<file path="config.mk">
export PLATFORM = sky130hd
export DESIGN_NAME = regFile
export DESIGN_NICKNAME = d
export VERILOG_FILES = /design/src/logic/mipsIsaPkg.sv /design/src/logic/regFile.sv
export SDC_FILE = /design/constraint.sdc
export NUM_CORES = 2
export LEC_CHECK = 0
export BUFFER_PORTS_ARGS = -buffer_cell sky130_fd_sc_hd__buf_2
export CORE_MARGIN = 3
export CORE_UTILIZATION = 63
export DETAILED_ROUTE_END_ITERATION = 7
export PLACE_DENSITY = 0.8
export SETUP_SLACK_MARGIN = 0.1
export SLEW_MARGIN = 10
export SYNTH_ARGS = -nofsm -noshare
export SYNTH_HDL_FRONTEND = slang
export SYNTH_SLANG_ARGS = --single-unit
export TNS_END_PERCENT = 5
</file>
<file path="constraint.sdc">
create_clock -name clk -period 2 [get_ports clk]
set_input_delay 0.2 -clock clk [delete_from_list [all_inputs] [get_ports clk]]
set_output_delay 0.2 -clock clk [all_outputs]
set_load 0.02 [all_outputs]
</file>
<file path="src/logic/mipsIsaPkg.sv">
package mipsIsaPkg;

	// field widths of the MIPS32 instruction word
	localparam int WORD_W     = 32;
	localparam int REG_ADDR_W = 5;
	localparam int OP_W       = 6;
	localparam int FUNCT_W    = 6;
	localparam int SHAMT_W    = 5;
	localparam int IMM_W      = 16;
	localparam int REG_COUNT  = 1 << REG_ADDR_W; // 32 architectural registers

	typedef logic [WORD_W-1:0]     word_t;    // data and address word
	typedef logic [REG_ADDR_W-1:0] regAddr_t; // register index

	// primary opcodes, bits 31:26
	typedef enum logic [OP_W-1:0] {
		opRType = 6'h00, // funct field selects the operation
		opBeq   = 6'h04,
		opAddi  = 6'h08,
		opLw    = 6'h23,
		opSw    = 6'h2b
	} opCode_e;

	// R-type function codes, bits 5:0
	typedef enum logic [FUNCT_W-1:0] {
		fnAdd = 6'h20,
		fnSub = 6'h22,
		fnAnd = 6'h24,
		fnOr  = 6'h25,
		fnSlt = 6'h2a
	} funct_e;

	// R-type view of the instruction word, msb first
	// I-type immediate overlaps rd, shamt and funct, taken from the low bits instead
	typedef struct packed {
		opCode_e                op;
		regAddr_t               rs;    // first source
		regAddr_t               rt;    // second source or I-type destination
		regAddr_t               rd;    // R-type destination
		logic [SHAMT_W-1:0]     shamt; // no shifts, ignored
		funct_e                 funct;
	} instrFields_t;

endpackage

</file>
<file path="src/logic/regFile.sv">
`timescale 1ns/1ps

module regFile (
	input  logic                clk,
	input  logic                reset,
	input  mipsIsaPkg::regAddr_t raddrA,
	input  mipsIsaPkg::regAddr_t raddrB,
	output mipsIsaPkg::word_t    rdataA,
	output mipsIsaPkg::word_t    rdataB,
	input  logic                we,
	input  mipsIsaPkg::regAddr_t waddr,
	input  mipsIsaPkg::word_t    wdata
);

	import mipsIsaPkg::*;

	word_t regs [REG_COUNT]; // regs[0] is never written

	always_ff @(posedge clk) begin
		if (reset) begin
			regs <= '{default: '0}; // whole file clears
		end else if (we && (waddr != '0)) begin
			regs[waddr] <= wdata; // writes to r0 dropped
		end
	end

	// reads are combinational, a write shows up after the edge
	assign rdataA = regs[raddrA];
	assign rdataB = regs[raddrB];

	// r0 must stay zero whatever the core tried to write earlier
	assert property (@(posedge clk) disable iff (reset) regs[0] == '0)
		else $error("regFile: r0 no longer reads zero");

endmodule

</file>
; Word level (Yosys, flattened, before mapping)
; Cells that the tools add are included.
[op_classes]
n_reduce_logical = 3
n_lt_le_gt_ge = 4
muxes = 9
n_bitwise = 3
[op_table]
columns = op, n
row1 = 1024-bit bitwise mux, 1
row2 = 32-bit binary-select mux with 5-bit select, 2
row3 = 32-bit demux with 5-bit select, 1
row4 = 32-bit 2-to-1 mux, 5
row5 = "6-bit >= comparator, second input constant", 3
row6 = 5-bit NOT with 6-bit output, 3
row7 = "6-bit by 1-bit < comparator with 1-bit output, second input constant", 1
row8 = 5-bit nonzero test, 1
row9 = 1-bit logical AND, 2
[word_totals]
regBits = 1024
word_cells = 51
input_bits = 50
out_inout_bits = 64

; Logic depth before layout (Yosys ltp)
[logic_depth]
depth_word = 6
mapped_depth = 8
mapped_depth_nobuf = 5

; Worst setup path before layout
; No wires, ideal clock.
[synth_path]
path_type = input-to-output
start = input port raddrB[1]
end = output port rdataB[16]
stages = 8
required_ns = 1.800
arrival_time_ns = 1.520
path_buffers = 4
path_slack_ns = 0.280
path_cell_list = buf_2 > buf_2 > buf_4 > buf_4 > mux2i_1 > a22oi_1 > a31oi_1 > nand3_1
[synth_via]
elab_chain_len = 4
[synth_rtl]
columns = element, line_no
row1 = start: declaration, regFile.sv:7  ; input mipsIsaPkg::regAddr_t raddrB,
row2 = 5-bit NOT with 6-bit output (implied by the code), regFile.sv:29  ; assign rdataB = regs[raddrB];
row3 = 32-bit binary-select mux with 5-bit select, regFile.sv:29
row4 = 32-bit 2-to-1 mux (implied by the code) (2 in a row), regFile.sv:29
row5 = end: declaration, regFile.sv:9  ; output mipsIsaPkg::word_t rdataB,
; No other way between the ends. The select of a mux whose other input is x is not followed.

; Final worst setup path
[layout_path]
start = register regs[848] (netlist name)
end = output port rdataB[16]
[layout_via]
elab_chain_len = 3
[layout_rtl]
columns = element, line_no
row1 = start: declaration, regFile.sv:17  ; word_t regs [REG_COUNT];
row2 = start signal: indexed assignment, regFile.sv:23  ; regs[waddr] <= wdata;
row3 = 32-bit binary-select mux with 5-bit select, regFile.sv:29
row4 = 32-bit 2-to-1 mux (implied by the code) (2 in a row), regFile.sv:29
; No other way between the ends. The select of a mux whose other input is x is not followed.

==> summary.md <==
| Metric | Value |
|---|---|
| Outcome | finished, violations left |
| Violated checks | DRC, setup timing |
| CP max stage cell | dfxtp_2 |
| Fmax | 424 MHz |
| Die footprint | 87000 sq um |
| Vias in the first global route | 53265 |
| Crit Path Category | register to output port |
| Synth warnings | 0 |
| Placed Cells | 7851 |
| Mapped Cells | 6848 |
| Fin crit share | 118% |
| Worst Skew | 0 ns |
| Yosys top cell by area | dfxtp_1 |
| Number of clock sinks | 1024 |
| Pre-antenna DRT Iters | 8 |
| I/O Pins | 114 |
| CP delay by family, top | buffers and inverters |
| Max reg flops | 1024 |
| CTS max path bufs | 3 |
| Area of the multi-input gates | 30400 sq um |
| Initial DRC Count | 9561 |
| Share of layout cells above drive strength 1 | 14.3% |
| First-pass GRT wire length | 312000 microns |
| Biggest regs | regs x1024 |
| TritonCTS clock tree | built |
| Yosys cell types | 24 |
| Pin count of the biggest net entering global routing | 95 |
| DR DRC count | 8 |
| Most frequent cells in the layout | nand2_1, a21oi_1, mux2i_1 |
| Global placement routability congestion | 0.965 |
| Worst skew pair latency | 0.68 ns |
| Post-DP HPWL | 130000 microns |
| Area Overhead vs Synth | 18.3% |
| Final net count | 6940 |
| Final std cells w/o fill | 8053 |
| Max VDD drop | 0.724 mV |
| Startpoint Class | register |
| Critical Path RT | 1.80 ns |
| Die height | 295 microns |
| Vias after detailed routing | 55681 |
| Reg with most FFs | regs |
| Post-Syn Area | 52600 sq um |
| Die X | 295 microns |
| Yosys reg bits | 1024 |
| Slew at the pin closest to its max-slew limit | 0.909 ns |
| Clock root cell | clkbuf_16 |
| RSZ-0062 raised after global routing | yes |
| PD cells | 759 nW/um^2 |
| Avg Inst Size Synth | 7.69 sq um |
| Top cell type's share of synthesized area | 39.0% |
| Grt ovf | 0 |
| Slowest stage delay, CP | 0.33 ns |
| Final min period | 2.36 ns |
| Largest cells by area after synthesis | dfxtp_1, mux2i_1, nand2_1, a21oi_1, clkbuf_1 |
| Row cnt | 105 |
| PortBufs | 113 |
| Starting Density | 63.9% |
| CP Capture Type | output port |
| R2R Setup Slk | 1.12 ns |
| Setup ws final | -0.360 ns |
| HP Class | input pin to register |
| Drt wl/cell | 26.3 microns |
| Antenna-violating nets left | 0 |
| Crit-path cells | buf_4 > mux2i_1 > a22o_1 > nor3_2 > buf_4 > a31oi_4 > nand3_2 > buf_6 |
| Initial antenna violation count | 9 |
| Fillcell total | 5532 |
| Crit-path max FO | 3 |
| Commonest non-fill, non-tap cell in the layout | nand2_1 |
| Fin. Hold Viols | 0 |
| Final slew viol count | 0 |
| Data arrival time of the critical path | 2.16 ns |
| Htree depth | 3 |
| Max-cap violations | 0 |
| Reg area | 20600 sq um |
| Worst path most repeated cell | buf_4 |
| Worst-path clk slew | 0.07 ns |
| WP buf/inv | 3 |
| Net Count, Synth | 6898 |
| Vias/cell | 6.91 |
| Gr usage total | 46.4% |
| Lkg Pwr | 23.5 nW |
| Register area share after synthesis | 39.0% |
| Core Area | 82400 sq um |
| Final setup viols | 64 |
| Total wire length | 211000 microns |
| Total power | 47.3 mW |
| Max-slew headroom | 39.4% |
| Cts bufs inserted | 105 |
-- area by class of cell --
cell class | instances | area share (%)
Tap cell | 1070 | 2.15
Antenna cell | 9 | 0.0362
Clock inverter | 45 | 0.860
Sequential cell | 1024 | 33.0
Clock buffer | 146 | 4.92
Timing Repair Buffer | 592 | 10.1
Multi-Input combinational cell | 5167 | 48.9
-- where the power goes --
| part | switching (mW) | leakage [nW] | internal (mW) |
|---|---|---|---|
| clock network | 8.85 | 1.77 | 11.9 |
| logic | 3.74 | 13.5 | 2.15 |
| registers | 0.122 | 8.28 | 20.5 |
-- Yosys cell counts --
| library cell | n |
|---|---|
| buf_4 | 18 |
| nand2_2 | 1 |
| nor3_2 | 4 |
| a31oi_1 | 64 |
| clkbuf_1 | 410 |
| nand2_1 | 2213 |
| nor2_1 | 34 |
| nor4_2 | 1 |
| buf_2 | 200 |
| buf_1 | 29 |
| a22oi_1 | 192 |
| mux2i_1 | 1024 |
| or2_2 | 2 |
| nor2b_1 | 40 |
| a22o_1 | 128 |
| and2b_1 | 1 |
| nor3_1 | 67 |
| nand2b_1 | 9 |
| a21oi_1 | 1184 |
| nand4_1 | 1 |
| and2_1 | 3 |
| dfxtp_1 | 1024 |
| nor4_4 | 2 |
| nand3_1 | 197 |
-- metrics by stage --
stage | setup slack, ns | TNS (ns) | util, % | hold WS, ns | instance area, sq um
after floorplan | 0.280 | 0 | - | 0.336 | 52600
after global placement | -0.195 | -2.85 | 69.9 | 0.452 | 57600
after detailed placement | -0.262 | -3.75 | 69.9 | 0.459 | 57600
after CTS | -0.326 | -12.89 | 75.2 | 0.00269 | 62000
after global routing | -0.406 | -16.34 | 75.6 | 0.0531 | 62300
final | -0.360 | -14.04 | 75.6 | 0.0233 | 62300
-- metal layers --
metal / global-route usage (%) / share of wire, %
met1: 56.4 / 34
met2: 67.8 / 41
met3: 17.2 / 16
met4: 33.4 / 8.3
met5: 0 / 0.025
-- worst min-delay path: stages --
cell	delay (ns)
buf_2	0.29
nand2_1	0.13
a21oi_1	0.05
-- repair_timing --
action / in CTS / in global routing
gates resized for setup: 186 / 69
pin swaps: 29 / 29
setup buffers: 0 / 3
hold buffers: 1 / 0
endpoints found under the hold margin: 27 / 0
endpoints found under the setup margin: 64 / 64
-- cell families (layout without fill, tap and decap cells) --
family | after synthesis | in the layout | synth area share [%]
compound gates | 1568 | 1568 | 16.9
buf+inv | 657 | 783 | 5.29
simple gates | 2575 | 2575 | 19.4
mux | 1024 | 1024 | 19.5
other cells | 0 | 9 | 0
flops | 1024 | 1024 | 39.0
-- path summary, 6_finish.rpt --
path,from,end,depth (start not counted)
setup reg to reg,regs[267],regs[267],2
hold / removal,wdata[22],regs[246],3
setup / recovery,regs[848],rdataB[16],8
hold reg to reg,regs[947],regs[947],2
Power figures use the tool's default switching activity.
