## src/logic/mipsIsaPkg.sv

```systemverilog
package mipsIsaPkg;

	// field widths of the MIPS32 instruction word
	localparam int WORD_W     = 32;
	localparam int REG_ADDR_W = 5;
	localparam int OP_W       = 6;
	localparam int FUNCT_W    = 6;
	localparam int SHAMT_W    = 5;
	localparam int IMM_W      = 16;
	localparam int REG_COUNT  = 1 << REG_ADDR_W; // 32 architectural registers

	typedef logic [WORD_W-1:0]     word_t;    // data and address word
	typedef logic [REG_ADDR_W-1:0] regAddr_t; // register index

	// primary opcodes, bits 31:26
	typedef enum logic [OP_W-1:0] {
		opRType = 6'h00, // funct field selects the operation
		opBeq   = 6'h04,
		opAddi  = 6'h08,
		opLw    = 6'h23,
		opSw    = 6'h2b
	} opCode_e;

	// R-type function codes, bits 5:0
	typedef enum logic [FUNCT_W-1:0] {
		fnAdd = 6'h20,
		fnSub = 6'h22,
		fnAnd = 6'h24,
		fnOr  = 6'h25,
		fnSlt = 6'h2a
	} funct_e;

	// R-type view of the instruction word, msb first
	// I-type immediate overlaps rd, shamt and funct, taken from the low bits instead
	typedef struct packed {
		opCode_e                op;
		regAddr_t               rs;    // first source
		regAddr_t               rt;    // second source or I-type destination
		regAddr_t               rd;    // R-type destination
		logic [SHAMT_W-1:0]     shamt; // no shifts, ignored
		funct_e                 funct;
	} instrFields_t;

endpackage

```

## src/logic/mipsCtrlPkg.sv

```systemverilog
package mipsCtrlPkg;

	// operations the ALU can do, encoding matches the decode table
	typedef enum logic [2:0] {
		aluAdd = 3'd0,
		aluSub = 3'd1,
		aluAnd = 3'd2,
		aluOr  = 3'd3,
		aluSlt = 3'd4
	} aluOp_e;

	// datapath control for one instruction, 10 bits
	typedef struct packed {
		logic   regDst;     // 1 = write rd, 0 = write rt
		logic   branch;     // beq
		logic   memReadEn;  // lw
		logic   memToReg;   // writeback from memory instead of ALU
		logic   memWriteEn; // sw
		logic   regWriteEn;
		logic   aluSrc;     // 1 = immediate as second operand
		aluOp_e aluOp;
	} ctrl_t;

	// no-op control word, nothing written and pc just advances
	localparam ctrl_t CTRL_NOP = '{regDst: 1'b0, branch: 1'b0, memReadEn: 1'b0,
		memToReg: 1'b0, memWriteEn: 1'b0, regWriteEn: 1'b0, aluSrc: 1'b0, aluOp: aluAdd};

endpackage

```

## src/logic/aluUnit.sv

```systemverilog
`timescale 1ns/1ps

module aluUnit (
	input  mipsCtrlPkg::aluOp_e op,
	input  mipsIsaPkg::word_t   a,
	input  mipsIsaPkg::word_t   b,
	output mipsIsaPkg::word_t   result,
	output logic                zero
);

	import mipsCtrlPkg::*;

	always_comb begin
		result = '0;

		case (op)
			aluAdd: result = a + b; // wraps, no overflow trap
			aluSub: result = a - b;
			aluAnd: result = a & b;
			aluOr:  result = a | b;
			aluSlt: begin
				result[0] = ($signed(a) < $signed(b)); // 1 or 0, upper bits stay clear
			end
			default: begin
				result = '0; // unused encodings
			end
		endcase
	end

	assign zero = (result == '0); // used by beq

endmodule

```

## config.mk

```make
export PLATFORM = sky130hd
export DESIGN_NAME = aluUnit
export DESIGN_NICKNAME = d
export VERILOG_FILES = /design/src/logic/mipsIsaPkg.sv /design/src/logic/mipsCtrlPkg.sv /design/src/logic/aluUnit.sv
export SDC_FILE = /design/constraint.sdc
export NUM_CORES = 1
export LEC_CHECK = 0
export ABC_AREA = 1
export BUFFER_PORTS_ARGS = -buffer_cell sky130_fd_sc_hd__buf_2
export CAP_MARGIN = 10
export CORE_ASPECT_RATIO = 2
export CORE_MARGIN = 4
export CORE_UTILIZATION = 50
export DETAILED_ROUTE_END_ITERATION = 10
export PLACE_DENSITY = 0.74
export REMOVE_ABC_BUFFERS = 1
export SLEW_MARGIN = 10
export SYNTH_ARGS = -nofsm -noshare
export SYNTH_HDL_FRONTEND = slang
export SYNTH_SLANG_ARGS = --single-unit
```

## constraint.sdc

```tcl
create_clock -name vclk -period 2
set_input_delay 0.2 -clock vclk [all_inputs]
set_output_delay 0.2 -clock vclk [all_outputs]
set_load 0.02 [all_outputs]
```

==> results.json, run 1 <==
{
  "status": "stopped before the end",
  "haltStage": "global routing (5_1_grt)",
  "tool.error": "[ERROR GRT-0116] Global routing finished with congestion. Check the congestion regions in the DRC Viewer.",
  "die_w_um": 90.4,
  "syn-instance-count": 1364,
  "pre_cts_slack_ps": -994,
  "grt_pass1_vias": 12740,
  "hold_buffers": 0,
  "yosys_warnings": 0,
  "start_util_pct": 50.8,
  "finalWeightedCongestion": 1.08,
  "ys_types": 36,
  "dpl.hpwl_um": 28300,
  "grt_usage_pct": 58.0,
  "row_count": 60,
  "die_h_um": 173,
  "overflow": 13,
  "pin_count": 100,
  "port_buffers": 100,
  "syn_area_per_cell_um2": 4.98,
  "grt_max_degree": 19,
  "grt_pass1_wl_um": 70900,
  "synthesis.area_mm2": 0.00679,
  "yosysSeqAreaShare_pct": 0
}
-- cell families after synthesis --
family,synth area share [%]
simple gates,48.3
compound gates,9.54
fa+ha+maj,18.8
xor+xnor,0.516
buf+inv,22.8
-- per-layer routing --
| layer | overflow | GRT usage [%] |
|---|---|---|
| met5 | 0 | 0 |
| met4 | 7 | 69.3 |
| met3 | 0 | 28.5 |
| met2 | 6 | 87.6 |
| met1 | 0 | 50.8 |
-- synth_stat cells (3+ instances only) --
master,n,area share [%]
o21bai_1,5,0.55
nand2_2,12,1.1
buf_4,12,1.3
a31oi_1,5,0.46
nor2_4,4,0.66
inv_1,338,19
a21oi_1,47,3.5
ha_1,99,18
nand3b_1,7,0.77
clkbuf_1,3,0.17
nand2_1,451,25
nand4_1,16,1.5
o21ai_0,29,2.1
buf_2,12,0.88
nand3_1,97,7.1
xor2_1,3,0.39
clkinv_1,5,0.28
nor2_1,130,7.2
buf_6,5,0.83
o22ai_1,24,2.2
nor2_2,15,1.4
inv_2,4,0.22
nand3_2,14,2.1
and2_1,3,0.28
nor3_1,8,0.59
-- repair_timing --
action | 4_1_cts
endpoints found under the setup margin | 32
pin swaps | 97
buffers inserted | 34
resized for setup | 469
-- through the flow --
step | TNS [ps] | cells | util [%] | instance area [µm²]
after floorplan | -1410 | 1330 | - | 6550
after global placement | -13350 | 1912 | 73.0 | 9760
after detailed placement | -14360 | 1912 | 73.0 | 9760
after CTS | -6820 | 1940 | 87.0 | 11600
==> inputs of run 2 (changes only) <==
--- a/config.mk
+++ b/config.mk
@@ -8,11 +8,10 @@
 export ABC_AREA = 1
 export BUFFER_PORTS_ARGS = -buffer_cell sky130_fd_sc_hd__buf_2
 export CAP_MARGIN = 10
-export CORE_ASPECT_RATIO = 2
 export CORE_MARGIN = 4
-export CORE_UTILIZATION = 50
+export CORE_UTILIZATION = 35
 export DETAILED_ROUTE_END_ITERATION = 10
-export PLACE_DENSITY = 0.74
+export PLACE_DENSITY_LB_ADDON = 0.15
 export REMOVE_ABC_BUFFERS = 1
 export SLEW_MARGIN = 10
 export SYNTH_ARGS = -nofsm -noshare
==> constraint.sdc (replaced) <==
create_clock -name vclk -period 2.6
set_input_delay 0.26 -clock vclk [all_inputs]
set_output_delay 0.26 -clock vclk [all_outputs]
set_load 0.02 [all_outputs]
==> run 2 against run 1 <==
Against the previous run: the flow now finishes, with violations (negative setup slack); area after synthesis unchanged; synthesized cell count unchanged.
==> results.json, run 2 <==
{
  "syn_to_final_growth_pct": 70.6,
  "p_leak_nw": 6.77,
  "seq_cell_count": 0,
  "synth_simple_gate_area_share_pct": 48.3,
  "pre_cts_slack_ps": -530,
  "total_power_mw": 2.67,
  "critPathMaxFanout": 4,
  "grt_util_met3_pct": 1.85,
  "drc_errors": 0,
  "setup_tns_ps": -212,
  "die_w_um": 147,
  "drt-pass1-iter-count": 5,
  "seqPwrFrac_pct": 0,
  "row_count": 50,
  "final.clkbuf_count": 0,
  "fin_cells": 2039,
  "yosys.area_share.adder_pct": 18.8,
  "grt_pass1_wl_um": 45800,
  "grt-busiest-layer": "met2",
  "hold_buffers": 0,
  "maxSlewHeadroom_pct": 71.8,
  "pwr-share-clk_pct": 0,
  "synth-compound-area-share_pct": 9.54,
  "maxSlewViolCount": 0,
  "regArea_um2": 0,
  "nNetsFinal": 1949,
  "start_kind": "primary input",
  "yosysSeqAreaShare_pct": 0,
  "die_h_um": 147,
  "overflow": 0,
  "path_common_cell": "nand2_1",
  "drive_gt1_share_pct": 45.9,
  "synth_top_family_by_area": "simple AND/OR/NAND/NOR gates",
  "status": "complete, but fails checks",
  "port_buffers": 100,
  "synthTopCellsByArea": "nand2_1 (25%), inv_1 (19%), ha_1 (18%)",
  "critPathArrivalTime_ps": 2530,
  "postRouteAntennaNets": 0,
  "grt_max_degree": 17,
  "placed_cells": 2013,
  "finalWorstSetupSlack_ps": -193,
  "syn-instance-count": 1364,
  "pwr-share-comb_pct": 100.0,
  "violations": "negative setup slack",
  "slowest_delay_ps": 220,
  "grtUsageMet2_pct": 45.0,
  "synth_area_leader_cell": "nand2_1",
  "end_kind": "primary output",
  "setup_viol": 2,
  "crit_required_ps": 2340,
  "final_cell_mix": "nand2_1 (353), buf_4 (330), inv_1 (277)",
  "grt_antenna_before_repair": 0,
  "die-area_mm2": 0.0217,
  "path_buf_inv": 5,
  "crit_type": "in2out",
  "ir_worst_vdd_v": 0.000115,
  "netlist_top_cells_count": "nand2_1 (451), inv_1 (338), nor2_1 (130)",
  "routed_wl_um": 30000,
  "power_density_mw_per_mm2": 230,
  "rsz0062_at_grt": "yes",
  "grtUsageMet1_pct": 34.8,
  "crit_path_cell_trace": "buf_2 > buf_4 > ha_1 > inv_1 > buf_4 > nand2_1 > nand2_1 > nand2_1 > nand2_1 > nand3b_4 > or2_0 > nand3_1 > nand3b_1 > nor2_1 > nand2_1 > nor2_2 > nand2_1 > nor2_1 > buf_4",
  "swShare_pct": 55.5,
  "vias": 9627,
  "worst_path_max_delay_cell": "or2_0",
  "synth_most_common_cell": "nand2_1",
  "p_int_mw": 1.19,
  "synthMuxAreaShare_pct": 0,
  "hold_viol": 0,
  "maxCapViolations": 0,
  "grt_pass1_vias": 9249,
  "viasPerCell": 4.72,
  "dr.first_iter.drc_count": 578,
  "tightestPinTransition_ps": 419,
  "hold_class": "in2out",
  "synthesis.area_mm2": 0.00679,
  "ys_types": 36,
  "final_area_mm2": 0.0116,
  "core_area_mm2": 0.0189,
  "path_delay_family": "simple AND/OR/NAND/NOR gates",
  "dpl-instance-area_mm2": 0.00982,
  "yosys_warnings": 0,
  "diodes": 0,
  "synth_xor_area_share_pct": 0.516,
  "fin_crit_sh_pct": 107,
  "pin_count": 100,
  "grt_usage_pct": 26.1,
  "synth_top_area_share_pct": 24.9,
  "final_common_cell": "nand2_1",
  "finalWeightedCongestion": 0.992,
  "p_switching_mw": 1.48,
  "start_util_pct": 36.0,
  "wl_per_cell_um": 14.7,
  "dpl.hpwl_um": 25400,
  "syn_area_per_cell_um2": 4.98,
  "fmax_ghz": 0.358,
  "fin_crit_ps": 2790
}
==> run 2: final timing paths <==
path / slack, ps / depth (start not counted) / from / endpoint
setup / recovery: -190 / 19 / a[2] / zero
hold / removal: 1090 / 6 / op[0] / result[0]
==> run 2: power by group through the flow <==
stage,Clock [mW],Combinational [mW],Sequential [mW]
after floorplan,0,1.05,0
after global placement,0,2.12,0
after detailed placement,0,2.12,0
after CTS,0,2.34,0
after global routing,0,2.89,0
final,0,2.67,0
==> run 2: cell families (layout without fill, tap and decap cells) <==
kind of cell | count (synthesis) | count (layout)
and+or+nand+nor | 762 | 762
buffers and inverters | 381 | 796
xor gates and xnor gates | 4 | 4
AOI/OAI and AO/OA | 116 | 116
adders and majority gates | 101 | 101
==> run 2: final cells by class <==
type / count / area (µm²)
fillers: 1950 / 7300
multi-input cells: 983 / 6670
repair buffers: 449 / 3290
inverters: 347 / 1310
well taps: 260 / 325
==> run 2: through the flow <==
stage               hold slack, ps  util (%)
floorplan                      734         -
global placement              1060      52.0
detailed placement            1070      52.0
CTS                           1090      56.2
global route                  1120      61.4
finish                        1090      61.4
==> run 2: what timing repair did <==
| item | in CTS | in global routing |
|---|---|---|
| resized for setup | 170 | 278 |
| endpoints found under the setup margin | 12 | 15 |
| pin swaps | 36 | 91 |
| buffers inserted | 10 | 18 |
==> run 2: layer usage <==
| metal | vias to the layer above | part of all wire [%] | wire length [µm] |
|---|---|---|---|
| met1 | 4339 | 44 | 13200 |
| li1 | 4934 | - | - |
| met5 | - | 0 | 0 |
| met3 | 58 | 6.0 | 1800 |
| met2 | 296 | 47 | 14000 |
| met4 | 0 | 3.5 | 1040 |
Note: power is estimated with default switching activity, not from simulation.
