==> config.mk <==
export PLATFORM = sky130hd
export DESIGN_NAME = controlUnit
export DESIGN_NICKNAME = d
export VERILOG_FILES = /design/src/logic/mipsIsaPkg.sv /design/src/logic/mipsCtrlPkg.sv /design/src/logic/controlUnit.sv
export SDC_FILE = /design/constraint.sdc
export NUM_CORES = 1
export LEC_CHECK = 0
export BUFFER_PORTS_ARGS = -buffer_cell sky130_fd_sc_hd__buf_2
export CORE_AREA = 3 3 40 42
export DETAILED_ROUTE_END_ITERATION = 7
export DIE_AREA = 0 0 43 45
export GPL_TIMING_DRIVEN = 1
export REMOVE_ABC_BUFFERS = 1
export SLEW_MARGIN = 20
export SYNTH_ARGS = -nofsm -noshare
export SYNTH_HDL_FRONTEND = slang
export SYNTH_SLANG_ARGS = --single-unit
==> constraint.sdc <==
create_clock -name vclk -period 1.2
set_input_delay 0.12 -clock vclk [all_inputs]
set_output_delay 0.12 -clock vclk [all_outputs]
set_load 0.005 [all_outputs]
==> src/logic/mipsIsaPkg.sv <==
package mipsIsaPkg;

	// field widths of the MIPS32 instruction word
	localparam int WORD_W     = 32;
	localparam int REG_ADDR_W = 5;
	localparam int OP_W       = 6;
	localparam int FUNCT_W    = 6;
	localparam int SHAMT_W    = 5;
	localparam int IMM_W      = 16;
	localparam int REG_COUNT  = 1 << REG_ADDR_W; // 32 architectural registers

	typedef logic [WORD_W-1:0]     word_t;    // data and address word
	typedef logic [REG_ADDR_W-1:0] regAddr_t; // register index

	// primary opcodes, bits 31:26
	typedef enum logic [OP_W-1:0] {
		opRType = 6'h00, // funct field selects the operation
		opBeq   = 6'h04,
		opAddi  = 6'h08,
		opLw    = 6'h23,
		opSw    = 6'h2b
	} opCode_e;

	// R-type function codes, bits 5:0
	typedef enum logic [FUNCT_W-1:0] {
		fnAdd = 6'h20,
		fnSub = 6'h22,
		fnAnd = 6'h24,
		fnOr  = 6'h25,
		fnSlt = 6'h2a
	} funct_e;

	// R-type view of the instruction word, msb first
	// I-type immediate overlaps rd, shamt and funct, taken from the low bits instead
	typedef struct packed {
		opCode_e                op;
		regAddr_t               rs;    // first source
		regAddr_t               rt;    // second source or I-type destination
		regAddr_t               rd;    // R-type destination
		logic [SHAMT_W-1:0]     shamt; // no shifts, ignored
		funct_e                 funct;
	} instrFields_t;

endpackage

==> src/logic/mipsCtrlPkg.sv <==
package mipsCtrlPkg;

	// operations the ALU can do, encoding matches the decode table
	typedef enum logic [2:0] {
		aluAdd = 3'd0,
		aluSub = 3'd1,
		aluAnd = 3'd2,
		aluOr  = 3'd3,
		aluSlt = 3'd4
	} aluOp_e;

	// datapath control for one instruction, 10 bits
	typedef struct packed {
		logic   regDst;     // 1 = write rd, 0 = write rt
		logic   branch;     // beq
		logic   memReadEn;  // lw
		logic   memToReg;   // writeback from memory instead of ALU
		logic   memWriteEn; // sw
		logic   regWriteEn;
		logic   aluSrc;     // 1 = immediate as second operand
		aluOp_e aluOp;
	} ctrl_t;

	// no-op control word, nothing written and pc just advances
	localparam ctrl_t CTRL_NOP = '{regDst: 1'b0, branch: 1'b0, memReadEn: 1'b0,
		memToReg: 1'b0, memWriteEn: 1'b0, regWriteEn: 1'b0, aluSrc: 1'b0, aluOp: aluAdd};

endpackage

==> src/logic/controlUnit.sv <==
`timescale 1ns/1ps

module controlUnit (
	input  mipsIsaPkg::opCode_e opCode,
	input  mipsIsaPkg::funct_e  funct,
	output mipsCtrlPkg::ctrl_t  ctrl
);

	import mipsIsaPkg::*;
	import mipsCtrlPkg::*;

	always_comb begin
		ctrl = CTRL_NOP; // everything off unless the opcode says otherwise

		case (opCode)
			opRType: begin
				ctrl.regDst     = 1'b1; // destination is rd
				ctrl.regWriteEn = 1'b1; // result goes back to rd
				ctrl.aluSrc     = 1'b0; // both operands from the register file

				case (funct)
					fnAdd: ctrl.aluOp = aluAdd;
					fnSub: ctrl.aluOp = aluSub;
					fnAnd: ctrl.aluOp = aluAnd;
					fnOr:  ctrl.aluOp = aluOr;
					fnSlt: ctrl.aluOp = aluSlt; // signed compare
					default: begin
						ctrl.regWriteEn = 1'b0; // unknown funct acts as a no-op
					end
				endcase
			end

			opAddi: begin
				ctrl.regDst     = 1'b0; // destination is rt
				ctrl.aluSrc     = 1'b1; // sign-extended immediate
				ctrl.aluOp      = aluAdd;
				ctrl.regWriteEn = 1'b1;
			end

			opLw: begin
				ctrl.regDst     = 1'b0; // load into rt
				ctrl.aluSrc     = 1'b1; // base plus offset
				ctrl.aluOp      = aluAdd;
				ctrl.memReadEn  = 1'b1;
				ctrl.memToReg   = 1'b1; // writeback from data memory
				ctrl.regWriteEn = 1'b1;
			end

			opSw: begin
				ctrl.aluSrc     = 1'b1; // base plus offset
				ctrl.aluOp      = aluAdd;
				ctrl.memWriteEn = 1'b1; // rt goes to memory
				ctrl.regWriteEn = 1'b0;
			end

			opBeq: begin
				ctrl.branch     = 1'b1;
				ctrl.aluSrc     = 1'b0; // compare rs against rt
				ctrl.aluOp      = aluSub; // zero flag means equal
				ctrl.regWriteEn = 1'b0;
			end

			default: begin
				ctrl = CTRL_NOP; // unknown opcode, no branch and no writes
			end
		endcase
	end

endmodule

# After elaboration in Yosys (flattened, before gate mapping)

Cells that the tools add are included.

Add/sub/neg operators: 0
Multipliers: 0
Divide/modulo/power cells: 0
Order comparisons: 0
Eq/ne operators: 9
Shift operators: 0
Mux-type cells: 7
Bitwise logic cells: 0
Reductions and logical operators: 3

Operator list:

| operator           | count |
|---|---|
| $eq 6x6->1 const B | 7 |
| $pmux 5 s4         | 1 |
| $pmux 3 s4         | 1 |
| $eq 6x3->1 const B | 1 |
| $eq 6x4->1 const B | 1 |
| $logic_not 6->1    | 1 |
| $reduce_or 5->1    | 1 |
| $mux 1             | 4 |
| $mux 2             | 1 |
| $reduce_or 2->1    | 1 |

Register bits: 0
Bits in latches: 0
Memory bits (writable): 0
Memory bits (read-only): 0
Bits of input ports: 12
Memories kept: 0

# Longest topological paths before layout

Gate-level depths: netlist of the first run.

Word-level depth: 4
Depth in mapped cells: 4

# Worst setup path after synthesis of the first run

No wires, ideal clock.

Path kind: input to output
From: input opCode[0]
To: output ctrl[1] (netlist name)
Data arrival time: 1.051 ns
Required time: 1.080 ns
Slack: 0.029 ns
Stages on the path: 3
Buffers on the path: 0
Path through: or4_4 > nor3_4 > and4b_1

RTL lines:

| what        | RTL line         | RTL |
|---|---|---|
| from (decl) | controlUnit.sv:4 | `input mipsIsaPkg::opCode_e opCode,` |
| to (decl)   | controlUnit.sv:6 | `output mipsCtrlPkg::ctrl_t ctrl` |

==> impl_metrics.json, run 1 <==
{
  "yosysTopAreaCellShare_pct": 11.6,
  "synth_area_um2": 194,
  "fin_area_um2": 378,
  "layout_setup_ws_ns": -0.163,
  "yosys.area.top_type": "nor3b_1",
  "hold_class": "primary input to primary output",
  "power_frac_seq_pct": 0,
  "drc": 0,
  "vias_per_cell": 4.41,
  "path_class": "primary input to primary output",
  "syn_to_final_growth_pct": 94.8,
  "power_per_cell_area_nw_per_um2": 205,
  "cap_viol_max_count": 0,
  "power_frac_comb_pct": 100.0,
  "post-place-ws_ns": -0.186,
  "crit_fanout": 4,
  "postSynthCellCount": 26,
  "antenna_cells": 0,
  "drtIter0Drc": 2,
  "synth_area_leaders": "nor3b_1 (12%), nor3_4 (8.4%), nor2_1 (7.7%)",
  "slew_headroom_pct": 82.8,
  "clockPowerShare_pct": 0,
  "routed_wl_um": 641,
  "swShare_pct": 45.1,
  "first_pass_iters": 2,
  "yosys_warnings": 0,
  "worst_pin_slew_ns": 0.258,
  "fin_crit_sh_pct": 114,
  "start_util_pct": 15.1,
  "ff_latch_area_um2": 0,
  "cp-startpoint": "opCode[0]",
  "die_x_um": 43,
  "antenna_found_initial": 0,
  "vias": 291,
  "drive_above_1_share_pct": 62.7,
  "violations": "setup timing",
  "cp-start-kind": "primary input",
  "p_switching_mw": 0.0350,
  "finalSetupViolCount": 7,
  "nets": 65,
  "ant_nets": 0,
  "port_buffers": 22,
  "io_pins": 22,
  "grt_max_degree": 9,
  "multi_input_area_um2": 189,
  "syn_area_per_cell_um2": 7.46,
  "grt_overflow": 0,
  "nFillCells": 144,
  "cp-end-kind": "primary output",
  "ir_drop_mv": 0.0797,
  "synth_seq_area_share_pct": 0,
  "grt_pass1_wl_um": 952,
  "final_max_slew_viol_count": 0,
  "die_h_um": 45,
  "p_int_mw": 0.0426,
  "grt_pass1_vias": 240,
  "cp.arrival_ns": 1.24,
  "min_period_ns": 1.36,
  "core_area_um2": 1280,
  "final_hold_viol_count": 0,
  "num-clock-buffers": 0,
  "dieArea_um2": 1940,
  "fin_util_pct": 29.4,
  "ys_types": 21,
  "cp.required_ns": 1.08,
  "track_usage_pct": 5.98,
  "rows": 13,
  "n_sequential_cell": 0,
  "hold_start": "opCode[3]",
  "rsz0062_at_grt": "yes",
  "status": "complete, but fails checks",
  "dpl_cell_area_um2": 340,
  "gp_congestion": 0.661,
  "power.leakage_nw": 0.206,
  "post_drt_wl_per_cell_um": 9.71,
  "fmax_ghz": 0.734
}
[kinds of logic (layout without fill, tap and decap cells)]
kind of cell | Yosys count | count (layout) | synth area share [%]
AO/OA/AOI/OAI | 3 | 3 | 12.9
AND/OR/NAND/NOR | 19 | 19 | 73.6
multiplexers | 1 | 1 | 5.16
buffers and inverters | 3 | 28 | 8.38
[placed cells by master, fill, tap and decap left out]
cell and n:
buf_4 5, buf_6 3, and3b_1 1, nor3_4 1, nor4_2 1, nand2b_1 1, nand4_1 1, and2_1 1
and4_1 1, nor4bb_1 1, nor3b_1 2, o32ai_1 1, nor2_1 4, nor3b_2 1, inv_1 1, mux2i_1 1
buf_2 19, a41oi_1 1, and4b_1 1, a21o_1 1, or4_4 1, nor3_1 1, and4_2 1
[synth_stat cells, drive strengths merged]
master and number:
o32ai 1, mux2i 1, and2 1, nand4 1
and3b 1, and4b 1, a21o 1, nor3b 3
clkbuf 1, nor3 2, nor2 4, and4 2
nand2b 1, inv 1, a41oi 1, buf 1
or4 1, nor4 1, nor4bb 1
[layer usage]
layer	share of wire (%)	global-route usage, %
met4	0	0
met1	42	8.83
met3	8.9	0
met2	49	10.5
met5	0	0
[worst max-delay path, stage by stage]
cell and delay [ns]:
buf_6 0.09, or4_4 0.57, buf_4 0.16, nor2_1 0.09, a21o_1 0.11, buf_2 0.10
[worst paths after layout]
path	slack, ns	depth (start not counted)	endpoint
worst min-delay path	0.60	3	ctrl[8]
worst max-delay path	-0.16	6	ctrl[3]
[power by group through the flow]
stage	clock network [mW]	registers, mW	logic (mW)
2_1_floorplan	0	0	0.0225
3_3_place_gp	0	0	0.0696
3_5_place_dp	0	0	0.0706
4_1_cts	0	0	0.0733
5_1_grt	0	0	0.0857
6_report	0	0	0.0776
[stage by stage]
stage                     TNS (ns)  cells  hold slack, ns  total power [mW]
final                       -0.907     66           0.601            0.0776
after global routing         -1.21     66           0.622            0.0857
after CTS                   -0.761     65           0.602            0.0733
after detailed placement    -0.873     65           0.598            0.0706
after global placement      -0.876     65           0.598            0.0696
after floorplan                  0     24           0.262            0.0225
[layout make-up]
cell class         instances  share of cell area, %
multi-input cells         23                   50.0
repair buffers            27                   44.0
well taps                 15                   4.97
inverters                  1                  0.993
[repair_timing]
item | CTS | global route
buffers inserted | 0 | 1
endpoints found under the setup margin | 7 | 7
hold buffers | 0 | 0
pin swaps | 3 | 1
resized for setup | 2 | 3
gates cloned | 0 | 0
Note: power is estimated with default switching activity, not from simulation.
==> run 2: changes to the inputs <==
ABC_AREA = 1   (was not set)
==> run 2 against run 1 <==
The run now ends clean. Global-route usage rose by 0.58 points. Sequential share of layout area did not move. Combinational power fell by 13%. Final area fell by 7.0%. Utilization fell by 2.0 points. Die area did not move. Largest cell class unchanged. Non-clock buffer count fell by 5. Flip-flop and latch count did not move. Routed wire length fell by 8.3%. First-iteration DRC count rose to 2.5 times the previous value. Synthesized cell count rose by 85%. Maximum frequency rose by 48%.
==> impl_metrics.json, run 2 <==
{
  "status": "finished clean",
  "yosysTopAreaCellShare_pct": 17.9,
  "num-clock-buffers": 0,
  "io_pins": 22,
  "syn_area_per_cell_um2": 4.80,
  "crit_fanout": 3,
  "post_cts_resized": 0,
  "cp_num_buf_inv": 3,
  "power.leakage_nw": 0.252,
  "gp_congestion": 0.650,
  "whs_path_depth": 4,
  "cp.arrival_ns": 0.80,
  "path_common_cell": "buf_2",
  "yosys_warnings": 0,
  "dieArea_um2": 1940,
  "slew_headroom_pct": 89.5,
  "antenna_found_initial": 0,
  "ant_nets": 0,
  "core_area_um2": 1280,
  "power_frac_seq_pct": 0,
  "antenna_cells": 0,
  "cp-end-kind": "primary output",
  "worst_pin_slew_ns": 0.156,
  "die_x_um": 43,
  "layout_common_cells": "buf_2 (22), nand2_1 (11), nor2_1 (10)",
  "grt_overflow": 0,
  "grt_pass1_wl_um": 1050,
  "yosys.cell_count.top_type": "nand2_1",
  "rows": 13,
  "met1_usage_pct": 7.86,
  "total_power_mw": 0.0673,
  "synth_area_leaders": "nand2_1 (18%), nor2_1 (16%), inv_1 (15%)",
  "grt.busiest_layer": "met2",
  "first_pass_iters": 4,
  "clockPowerShare_pct": 0,
  "nFillCells": 156,
  "power_per_cell_area_nw_per_um2": 191,
  "max_stage_delay_ns": 0.13,
  "drc": 0,
  "swShare_pct": 56.0,
  "path_delay_family": "simple AND/OR/NAND/NOR gates",
  "die_h_um": 45,
  "grt_max_degree": 6,
  "hold_buffers": 0,
  "hold_class": "primary input to primary output",
  "vias_per_cell": 3.95,
  "nets": 83,
  "use_met3_pct": 1.20,
  "drive_above_1_share_pct": 46.4,
  "n_sequential_cell": 0,
  "syn_to_final_growth_pct": 52.7,
  "ir_drop_mv": 0.0700,
  "fin_crit_sh_pct": 76.6,
  "path_class": "primary input to primary output",
  "tns_ns": 0,
  "post_cts_buffers": 0,
  "synthTopCellsByCount": "nand2_1 (11), nor2_1 (10), inv_1 (9)",
  "fin_area_um2": 352,
  "p_switching_mw": 0.0377,
  "drtIter0Drc": 5,
  "hpwl_um": 562,
  "final_hold_viol_count": 0,
  "cp-start-kind": "primary input",
  "hold_start": "opCode[2]",
  "whs_endpoint": "ctrl[8]",
  "grt_pass1_vias": 292,
  "port_buffers": 22,
  "vias": 332,
  "yosys.area.top_type": "nand2_1",
  "power_frac_comb_pct": 100.0,
  "ff_latch_area_um2": 0,
  "ys_types": 12,
  "final_max_slew_viol_count": 0,
  "min_period_ns": 0.919,
  "p_int_mw": 0.0296,
  "whs_ns": 0.558,
  "met2_usage_pct": 12.9,
  "worstPathCellList": "buf_2 -> nor2_2 -> nand3_1 -> nand2_1 -> inv_1 -> o21ai_1 -> buf_2",
  "mostFrequentLayoutCell": "buf_2",
  "post_drt_wl_per_cell_um": 7.00,
  "rsz0062_at_grt": "no",
  "cap_viol_max_count": 0,
  "postSynthCellCount": 48,
  "routed_wl_um": 588,
  "start_util_pct": 17.9,
  "finalSetupViolCount": 0,
  "crit_slowest_cell": "nor2_2",
  "synth_area_um2": 230,
  "multi_input_area_um2": 178,
  "fmax_ghz": 1.09,
  "track_usage_pct": 6.55,
  "synth_seq_area_share_pct": 0,
  "dpl_cell_area_um2": 352,
  "cp.required_ns": 1.08
}
==> run 2: changes by cell type in the layout (fill, tap and decap cells not counted), moves of 2 or more <==
cell	previous run	this run
buf_2	19	22
nor2_4	0	2
inv_1	1	9
buf_6	3	0
nor3b_1	2	0
nand3_1	0	6
nand2_1	0	11
buf_4	5	0
inv_2	0	3
nor2_1	4	10
nor2_2	0	2
==> run 2: cells by family (layout without fill, tap and decap cells) <==
| logic type | Yosys count | after routing | share of synthesized area (%) |
|---|---|---|---|
| AO/OA/AOI/OAI | 1 | 1 | 2.17 |
| buffers and inverters | 13 | 34 | 22.8 |
| AND/OR/NAND/NOR | 34 | 34 | 75.0 |
==> run 2: per-stage QoR <==
step / util, % / worst slack (ns) / cells
after floorplan: - / 0.516 / 47
after global placement: 27.4 / 0.267 / 84
after detailed placement: 27.4 / 0.270 / 84
after CTS: 27.4 / 0.267 / 84
after global routing: 27.4 / 0.102 / 84
final: 27.4 / 0.281 / 84
==> run 2: power by group through the flow <==
| stage | Sequential [mW] | Combinational [mW] | Clock [mW] |
|---|---|---|---|
| 5_1_grt | 0 | 0.0776 | 0 |
| 3_5_place_dp | 0 | 0.0680 | 0 |
| 3_3_place_gp | 0 | 0.0667 | 0 |
| 4_1_cts | 0 | 0.0682 | 0 |
| 2_1_floorplan | 0 | 0.0333 | 0 |
| 6_report | 0 | 0.0673 | 0 |
==> run 2: worst min-delay path: cells and delay by family <==
kind	cells	cell delay (ns)
simple gates	1	0.07
buf+inv	3	0.25
==> run 2: cell type report <==
| cell class | count | area share (%) |
|---|---|---|
| multi-input cells | 35 | 50.5 |
| repair buffers | 22 | 31.3 |
| inverters | 12 | 12.8 |
| well taps | 15 | 5.34 |
==> run 2: worst max-delay path by stage <==
stage | end | startpoint | cells after the start | slack, ns
after floorplan | ctrl[4] | opCode[0] | 7 | 0.52
after global placement | ctrl[4] | opCode[0] | 9 | 0.27
after detailed placement | ctrl[2] | opCode[0] | 7 | 0.27
after CTS | ctrl[3] | opCode[2] | 7 | 0.27
after global routing | ctrl[3] | opCode[5] | 8 | 0.10
final | ctrl[3] | opCode[2] | 7 | 0.28
==> run 2: routing by layer <==
layer,part of all wire [%],up-vias
li1,-,184
met1,43,132
met2,45,16
met3,12,0
met4,0,0
met5,0,-
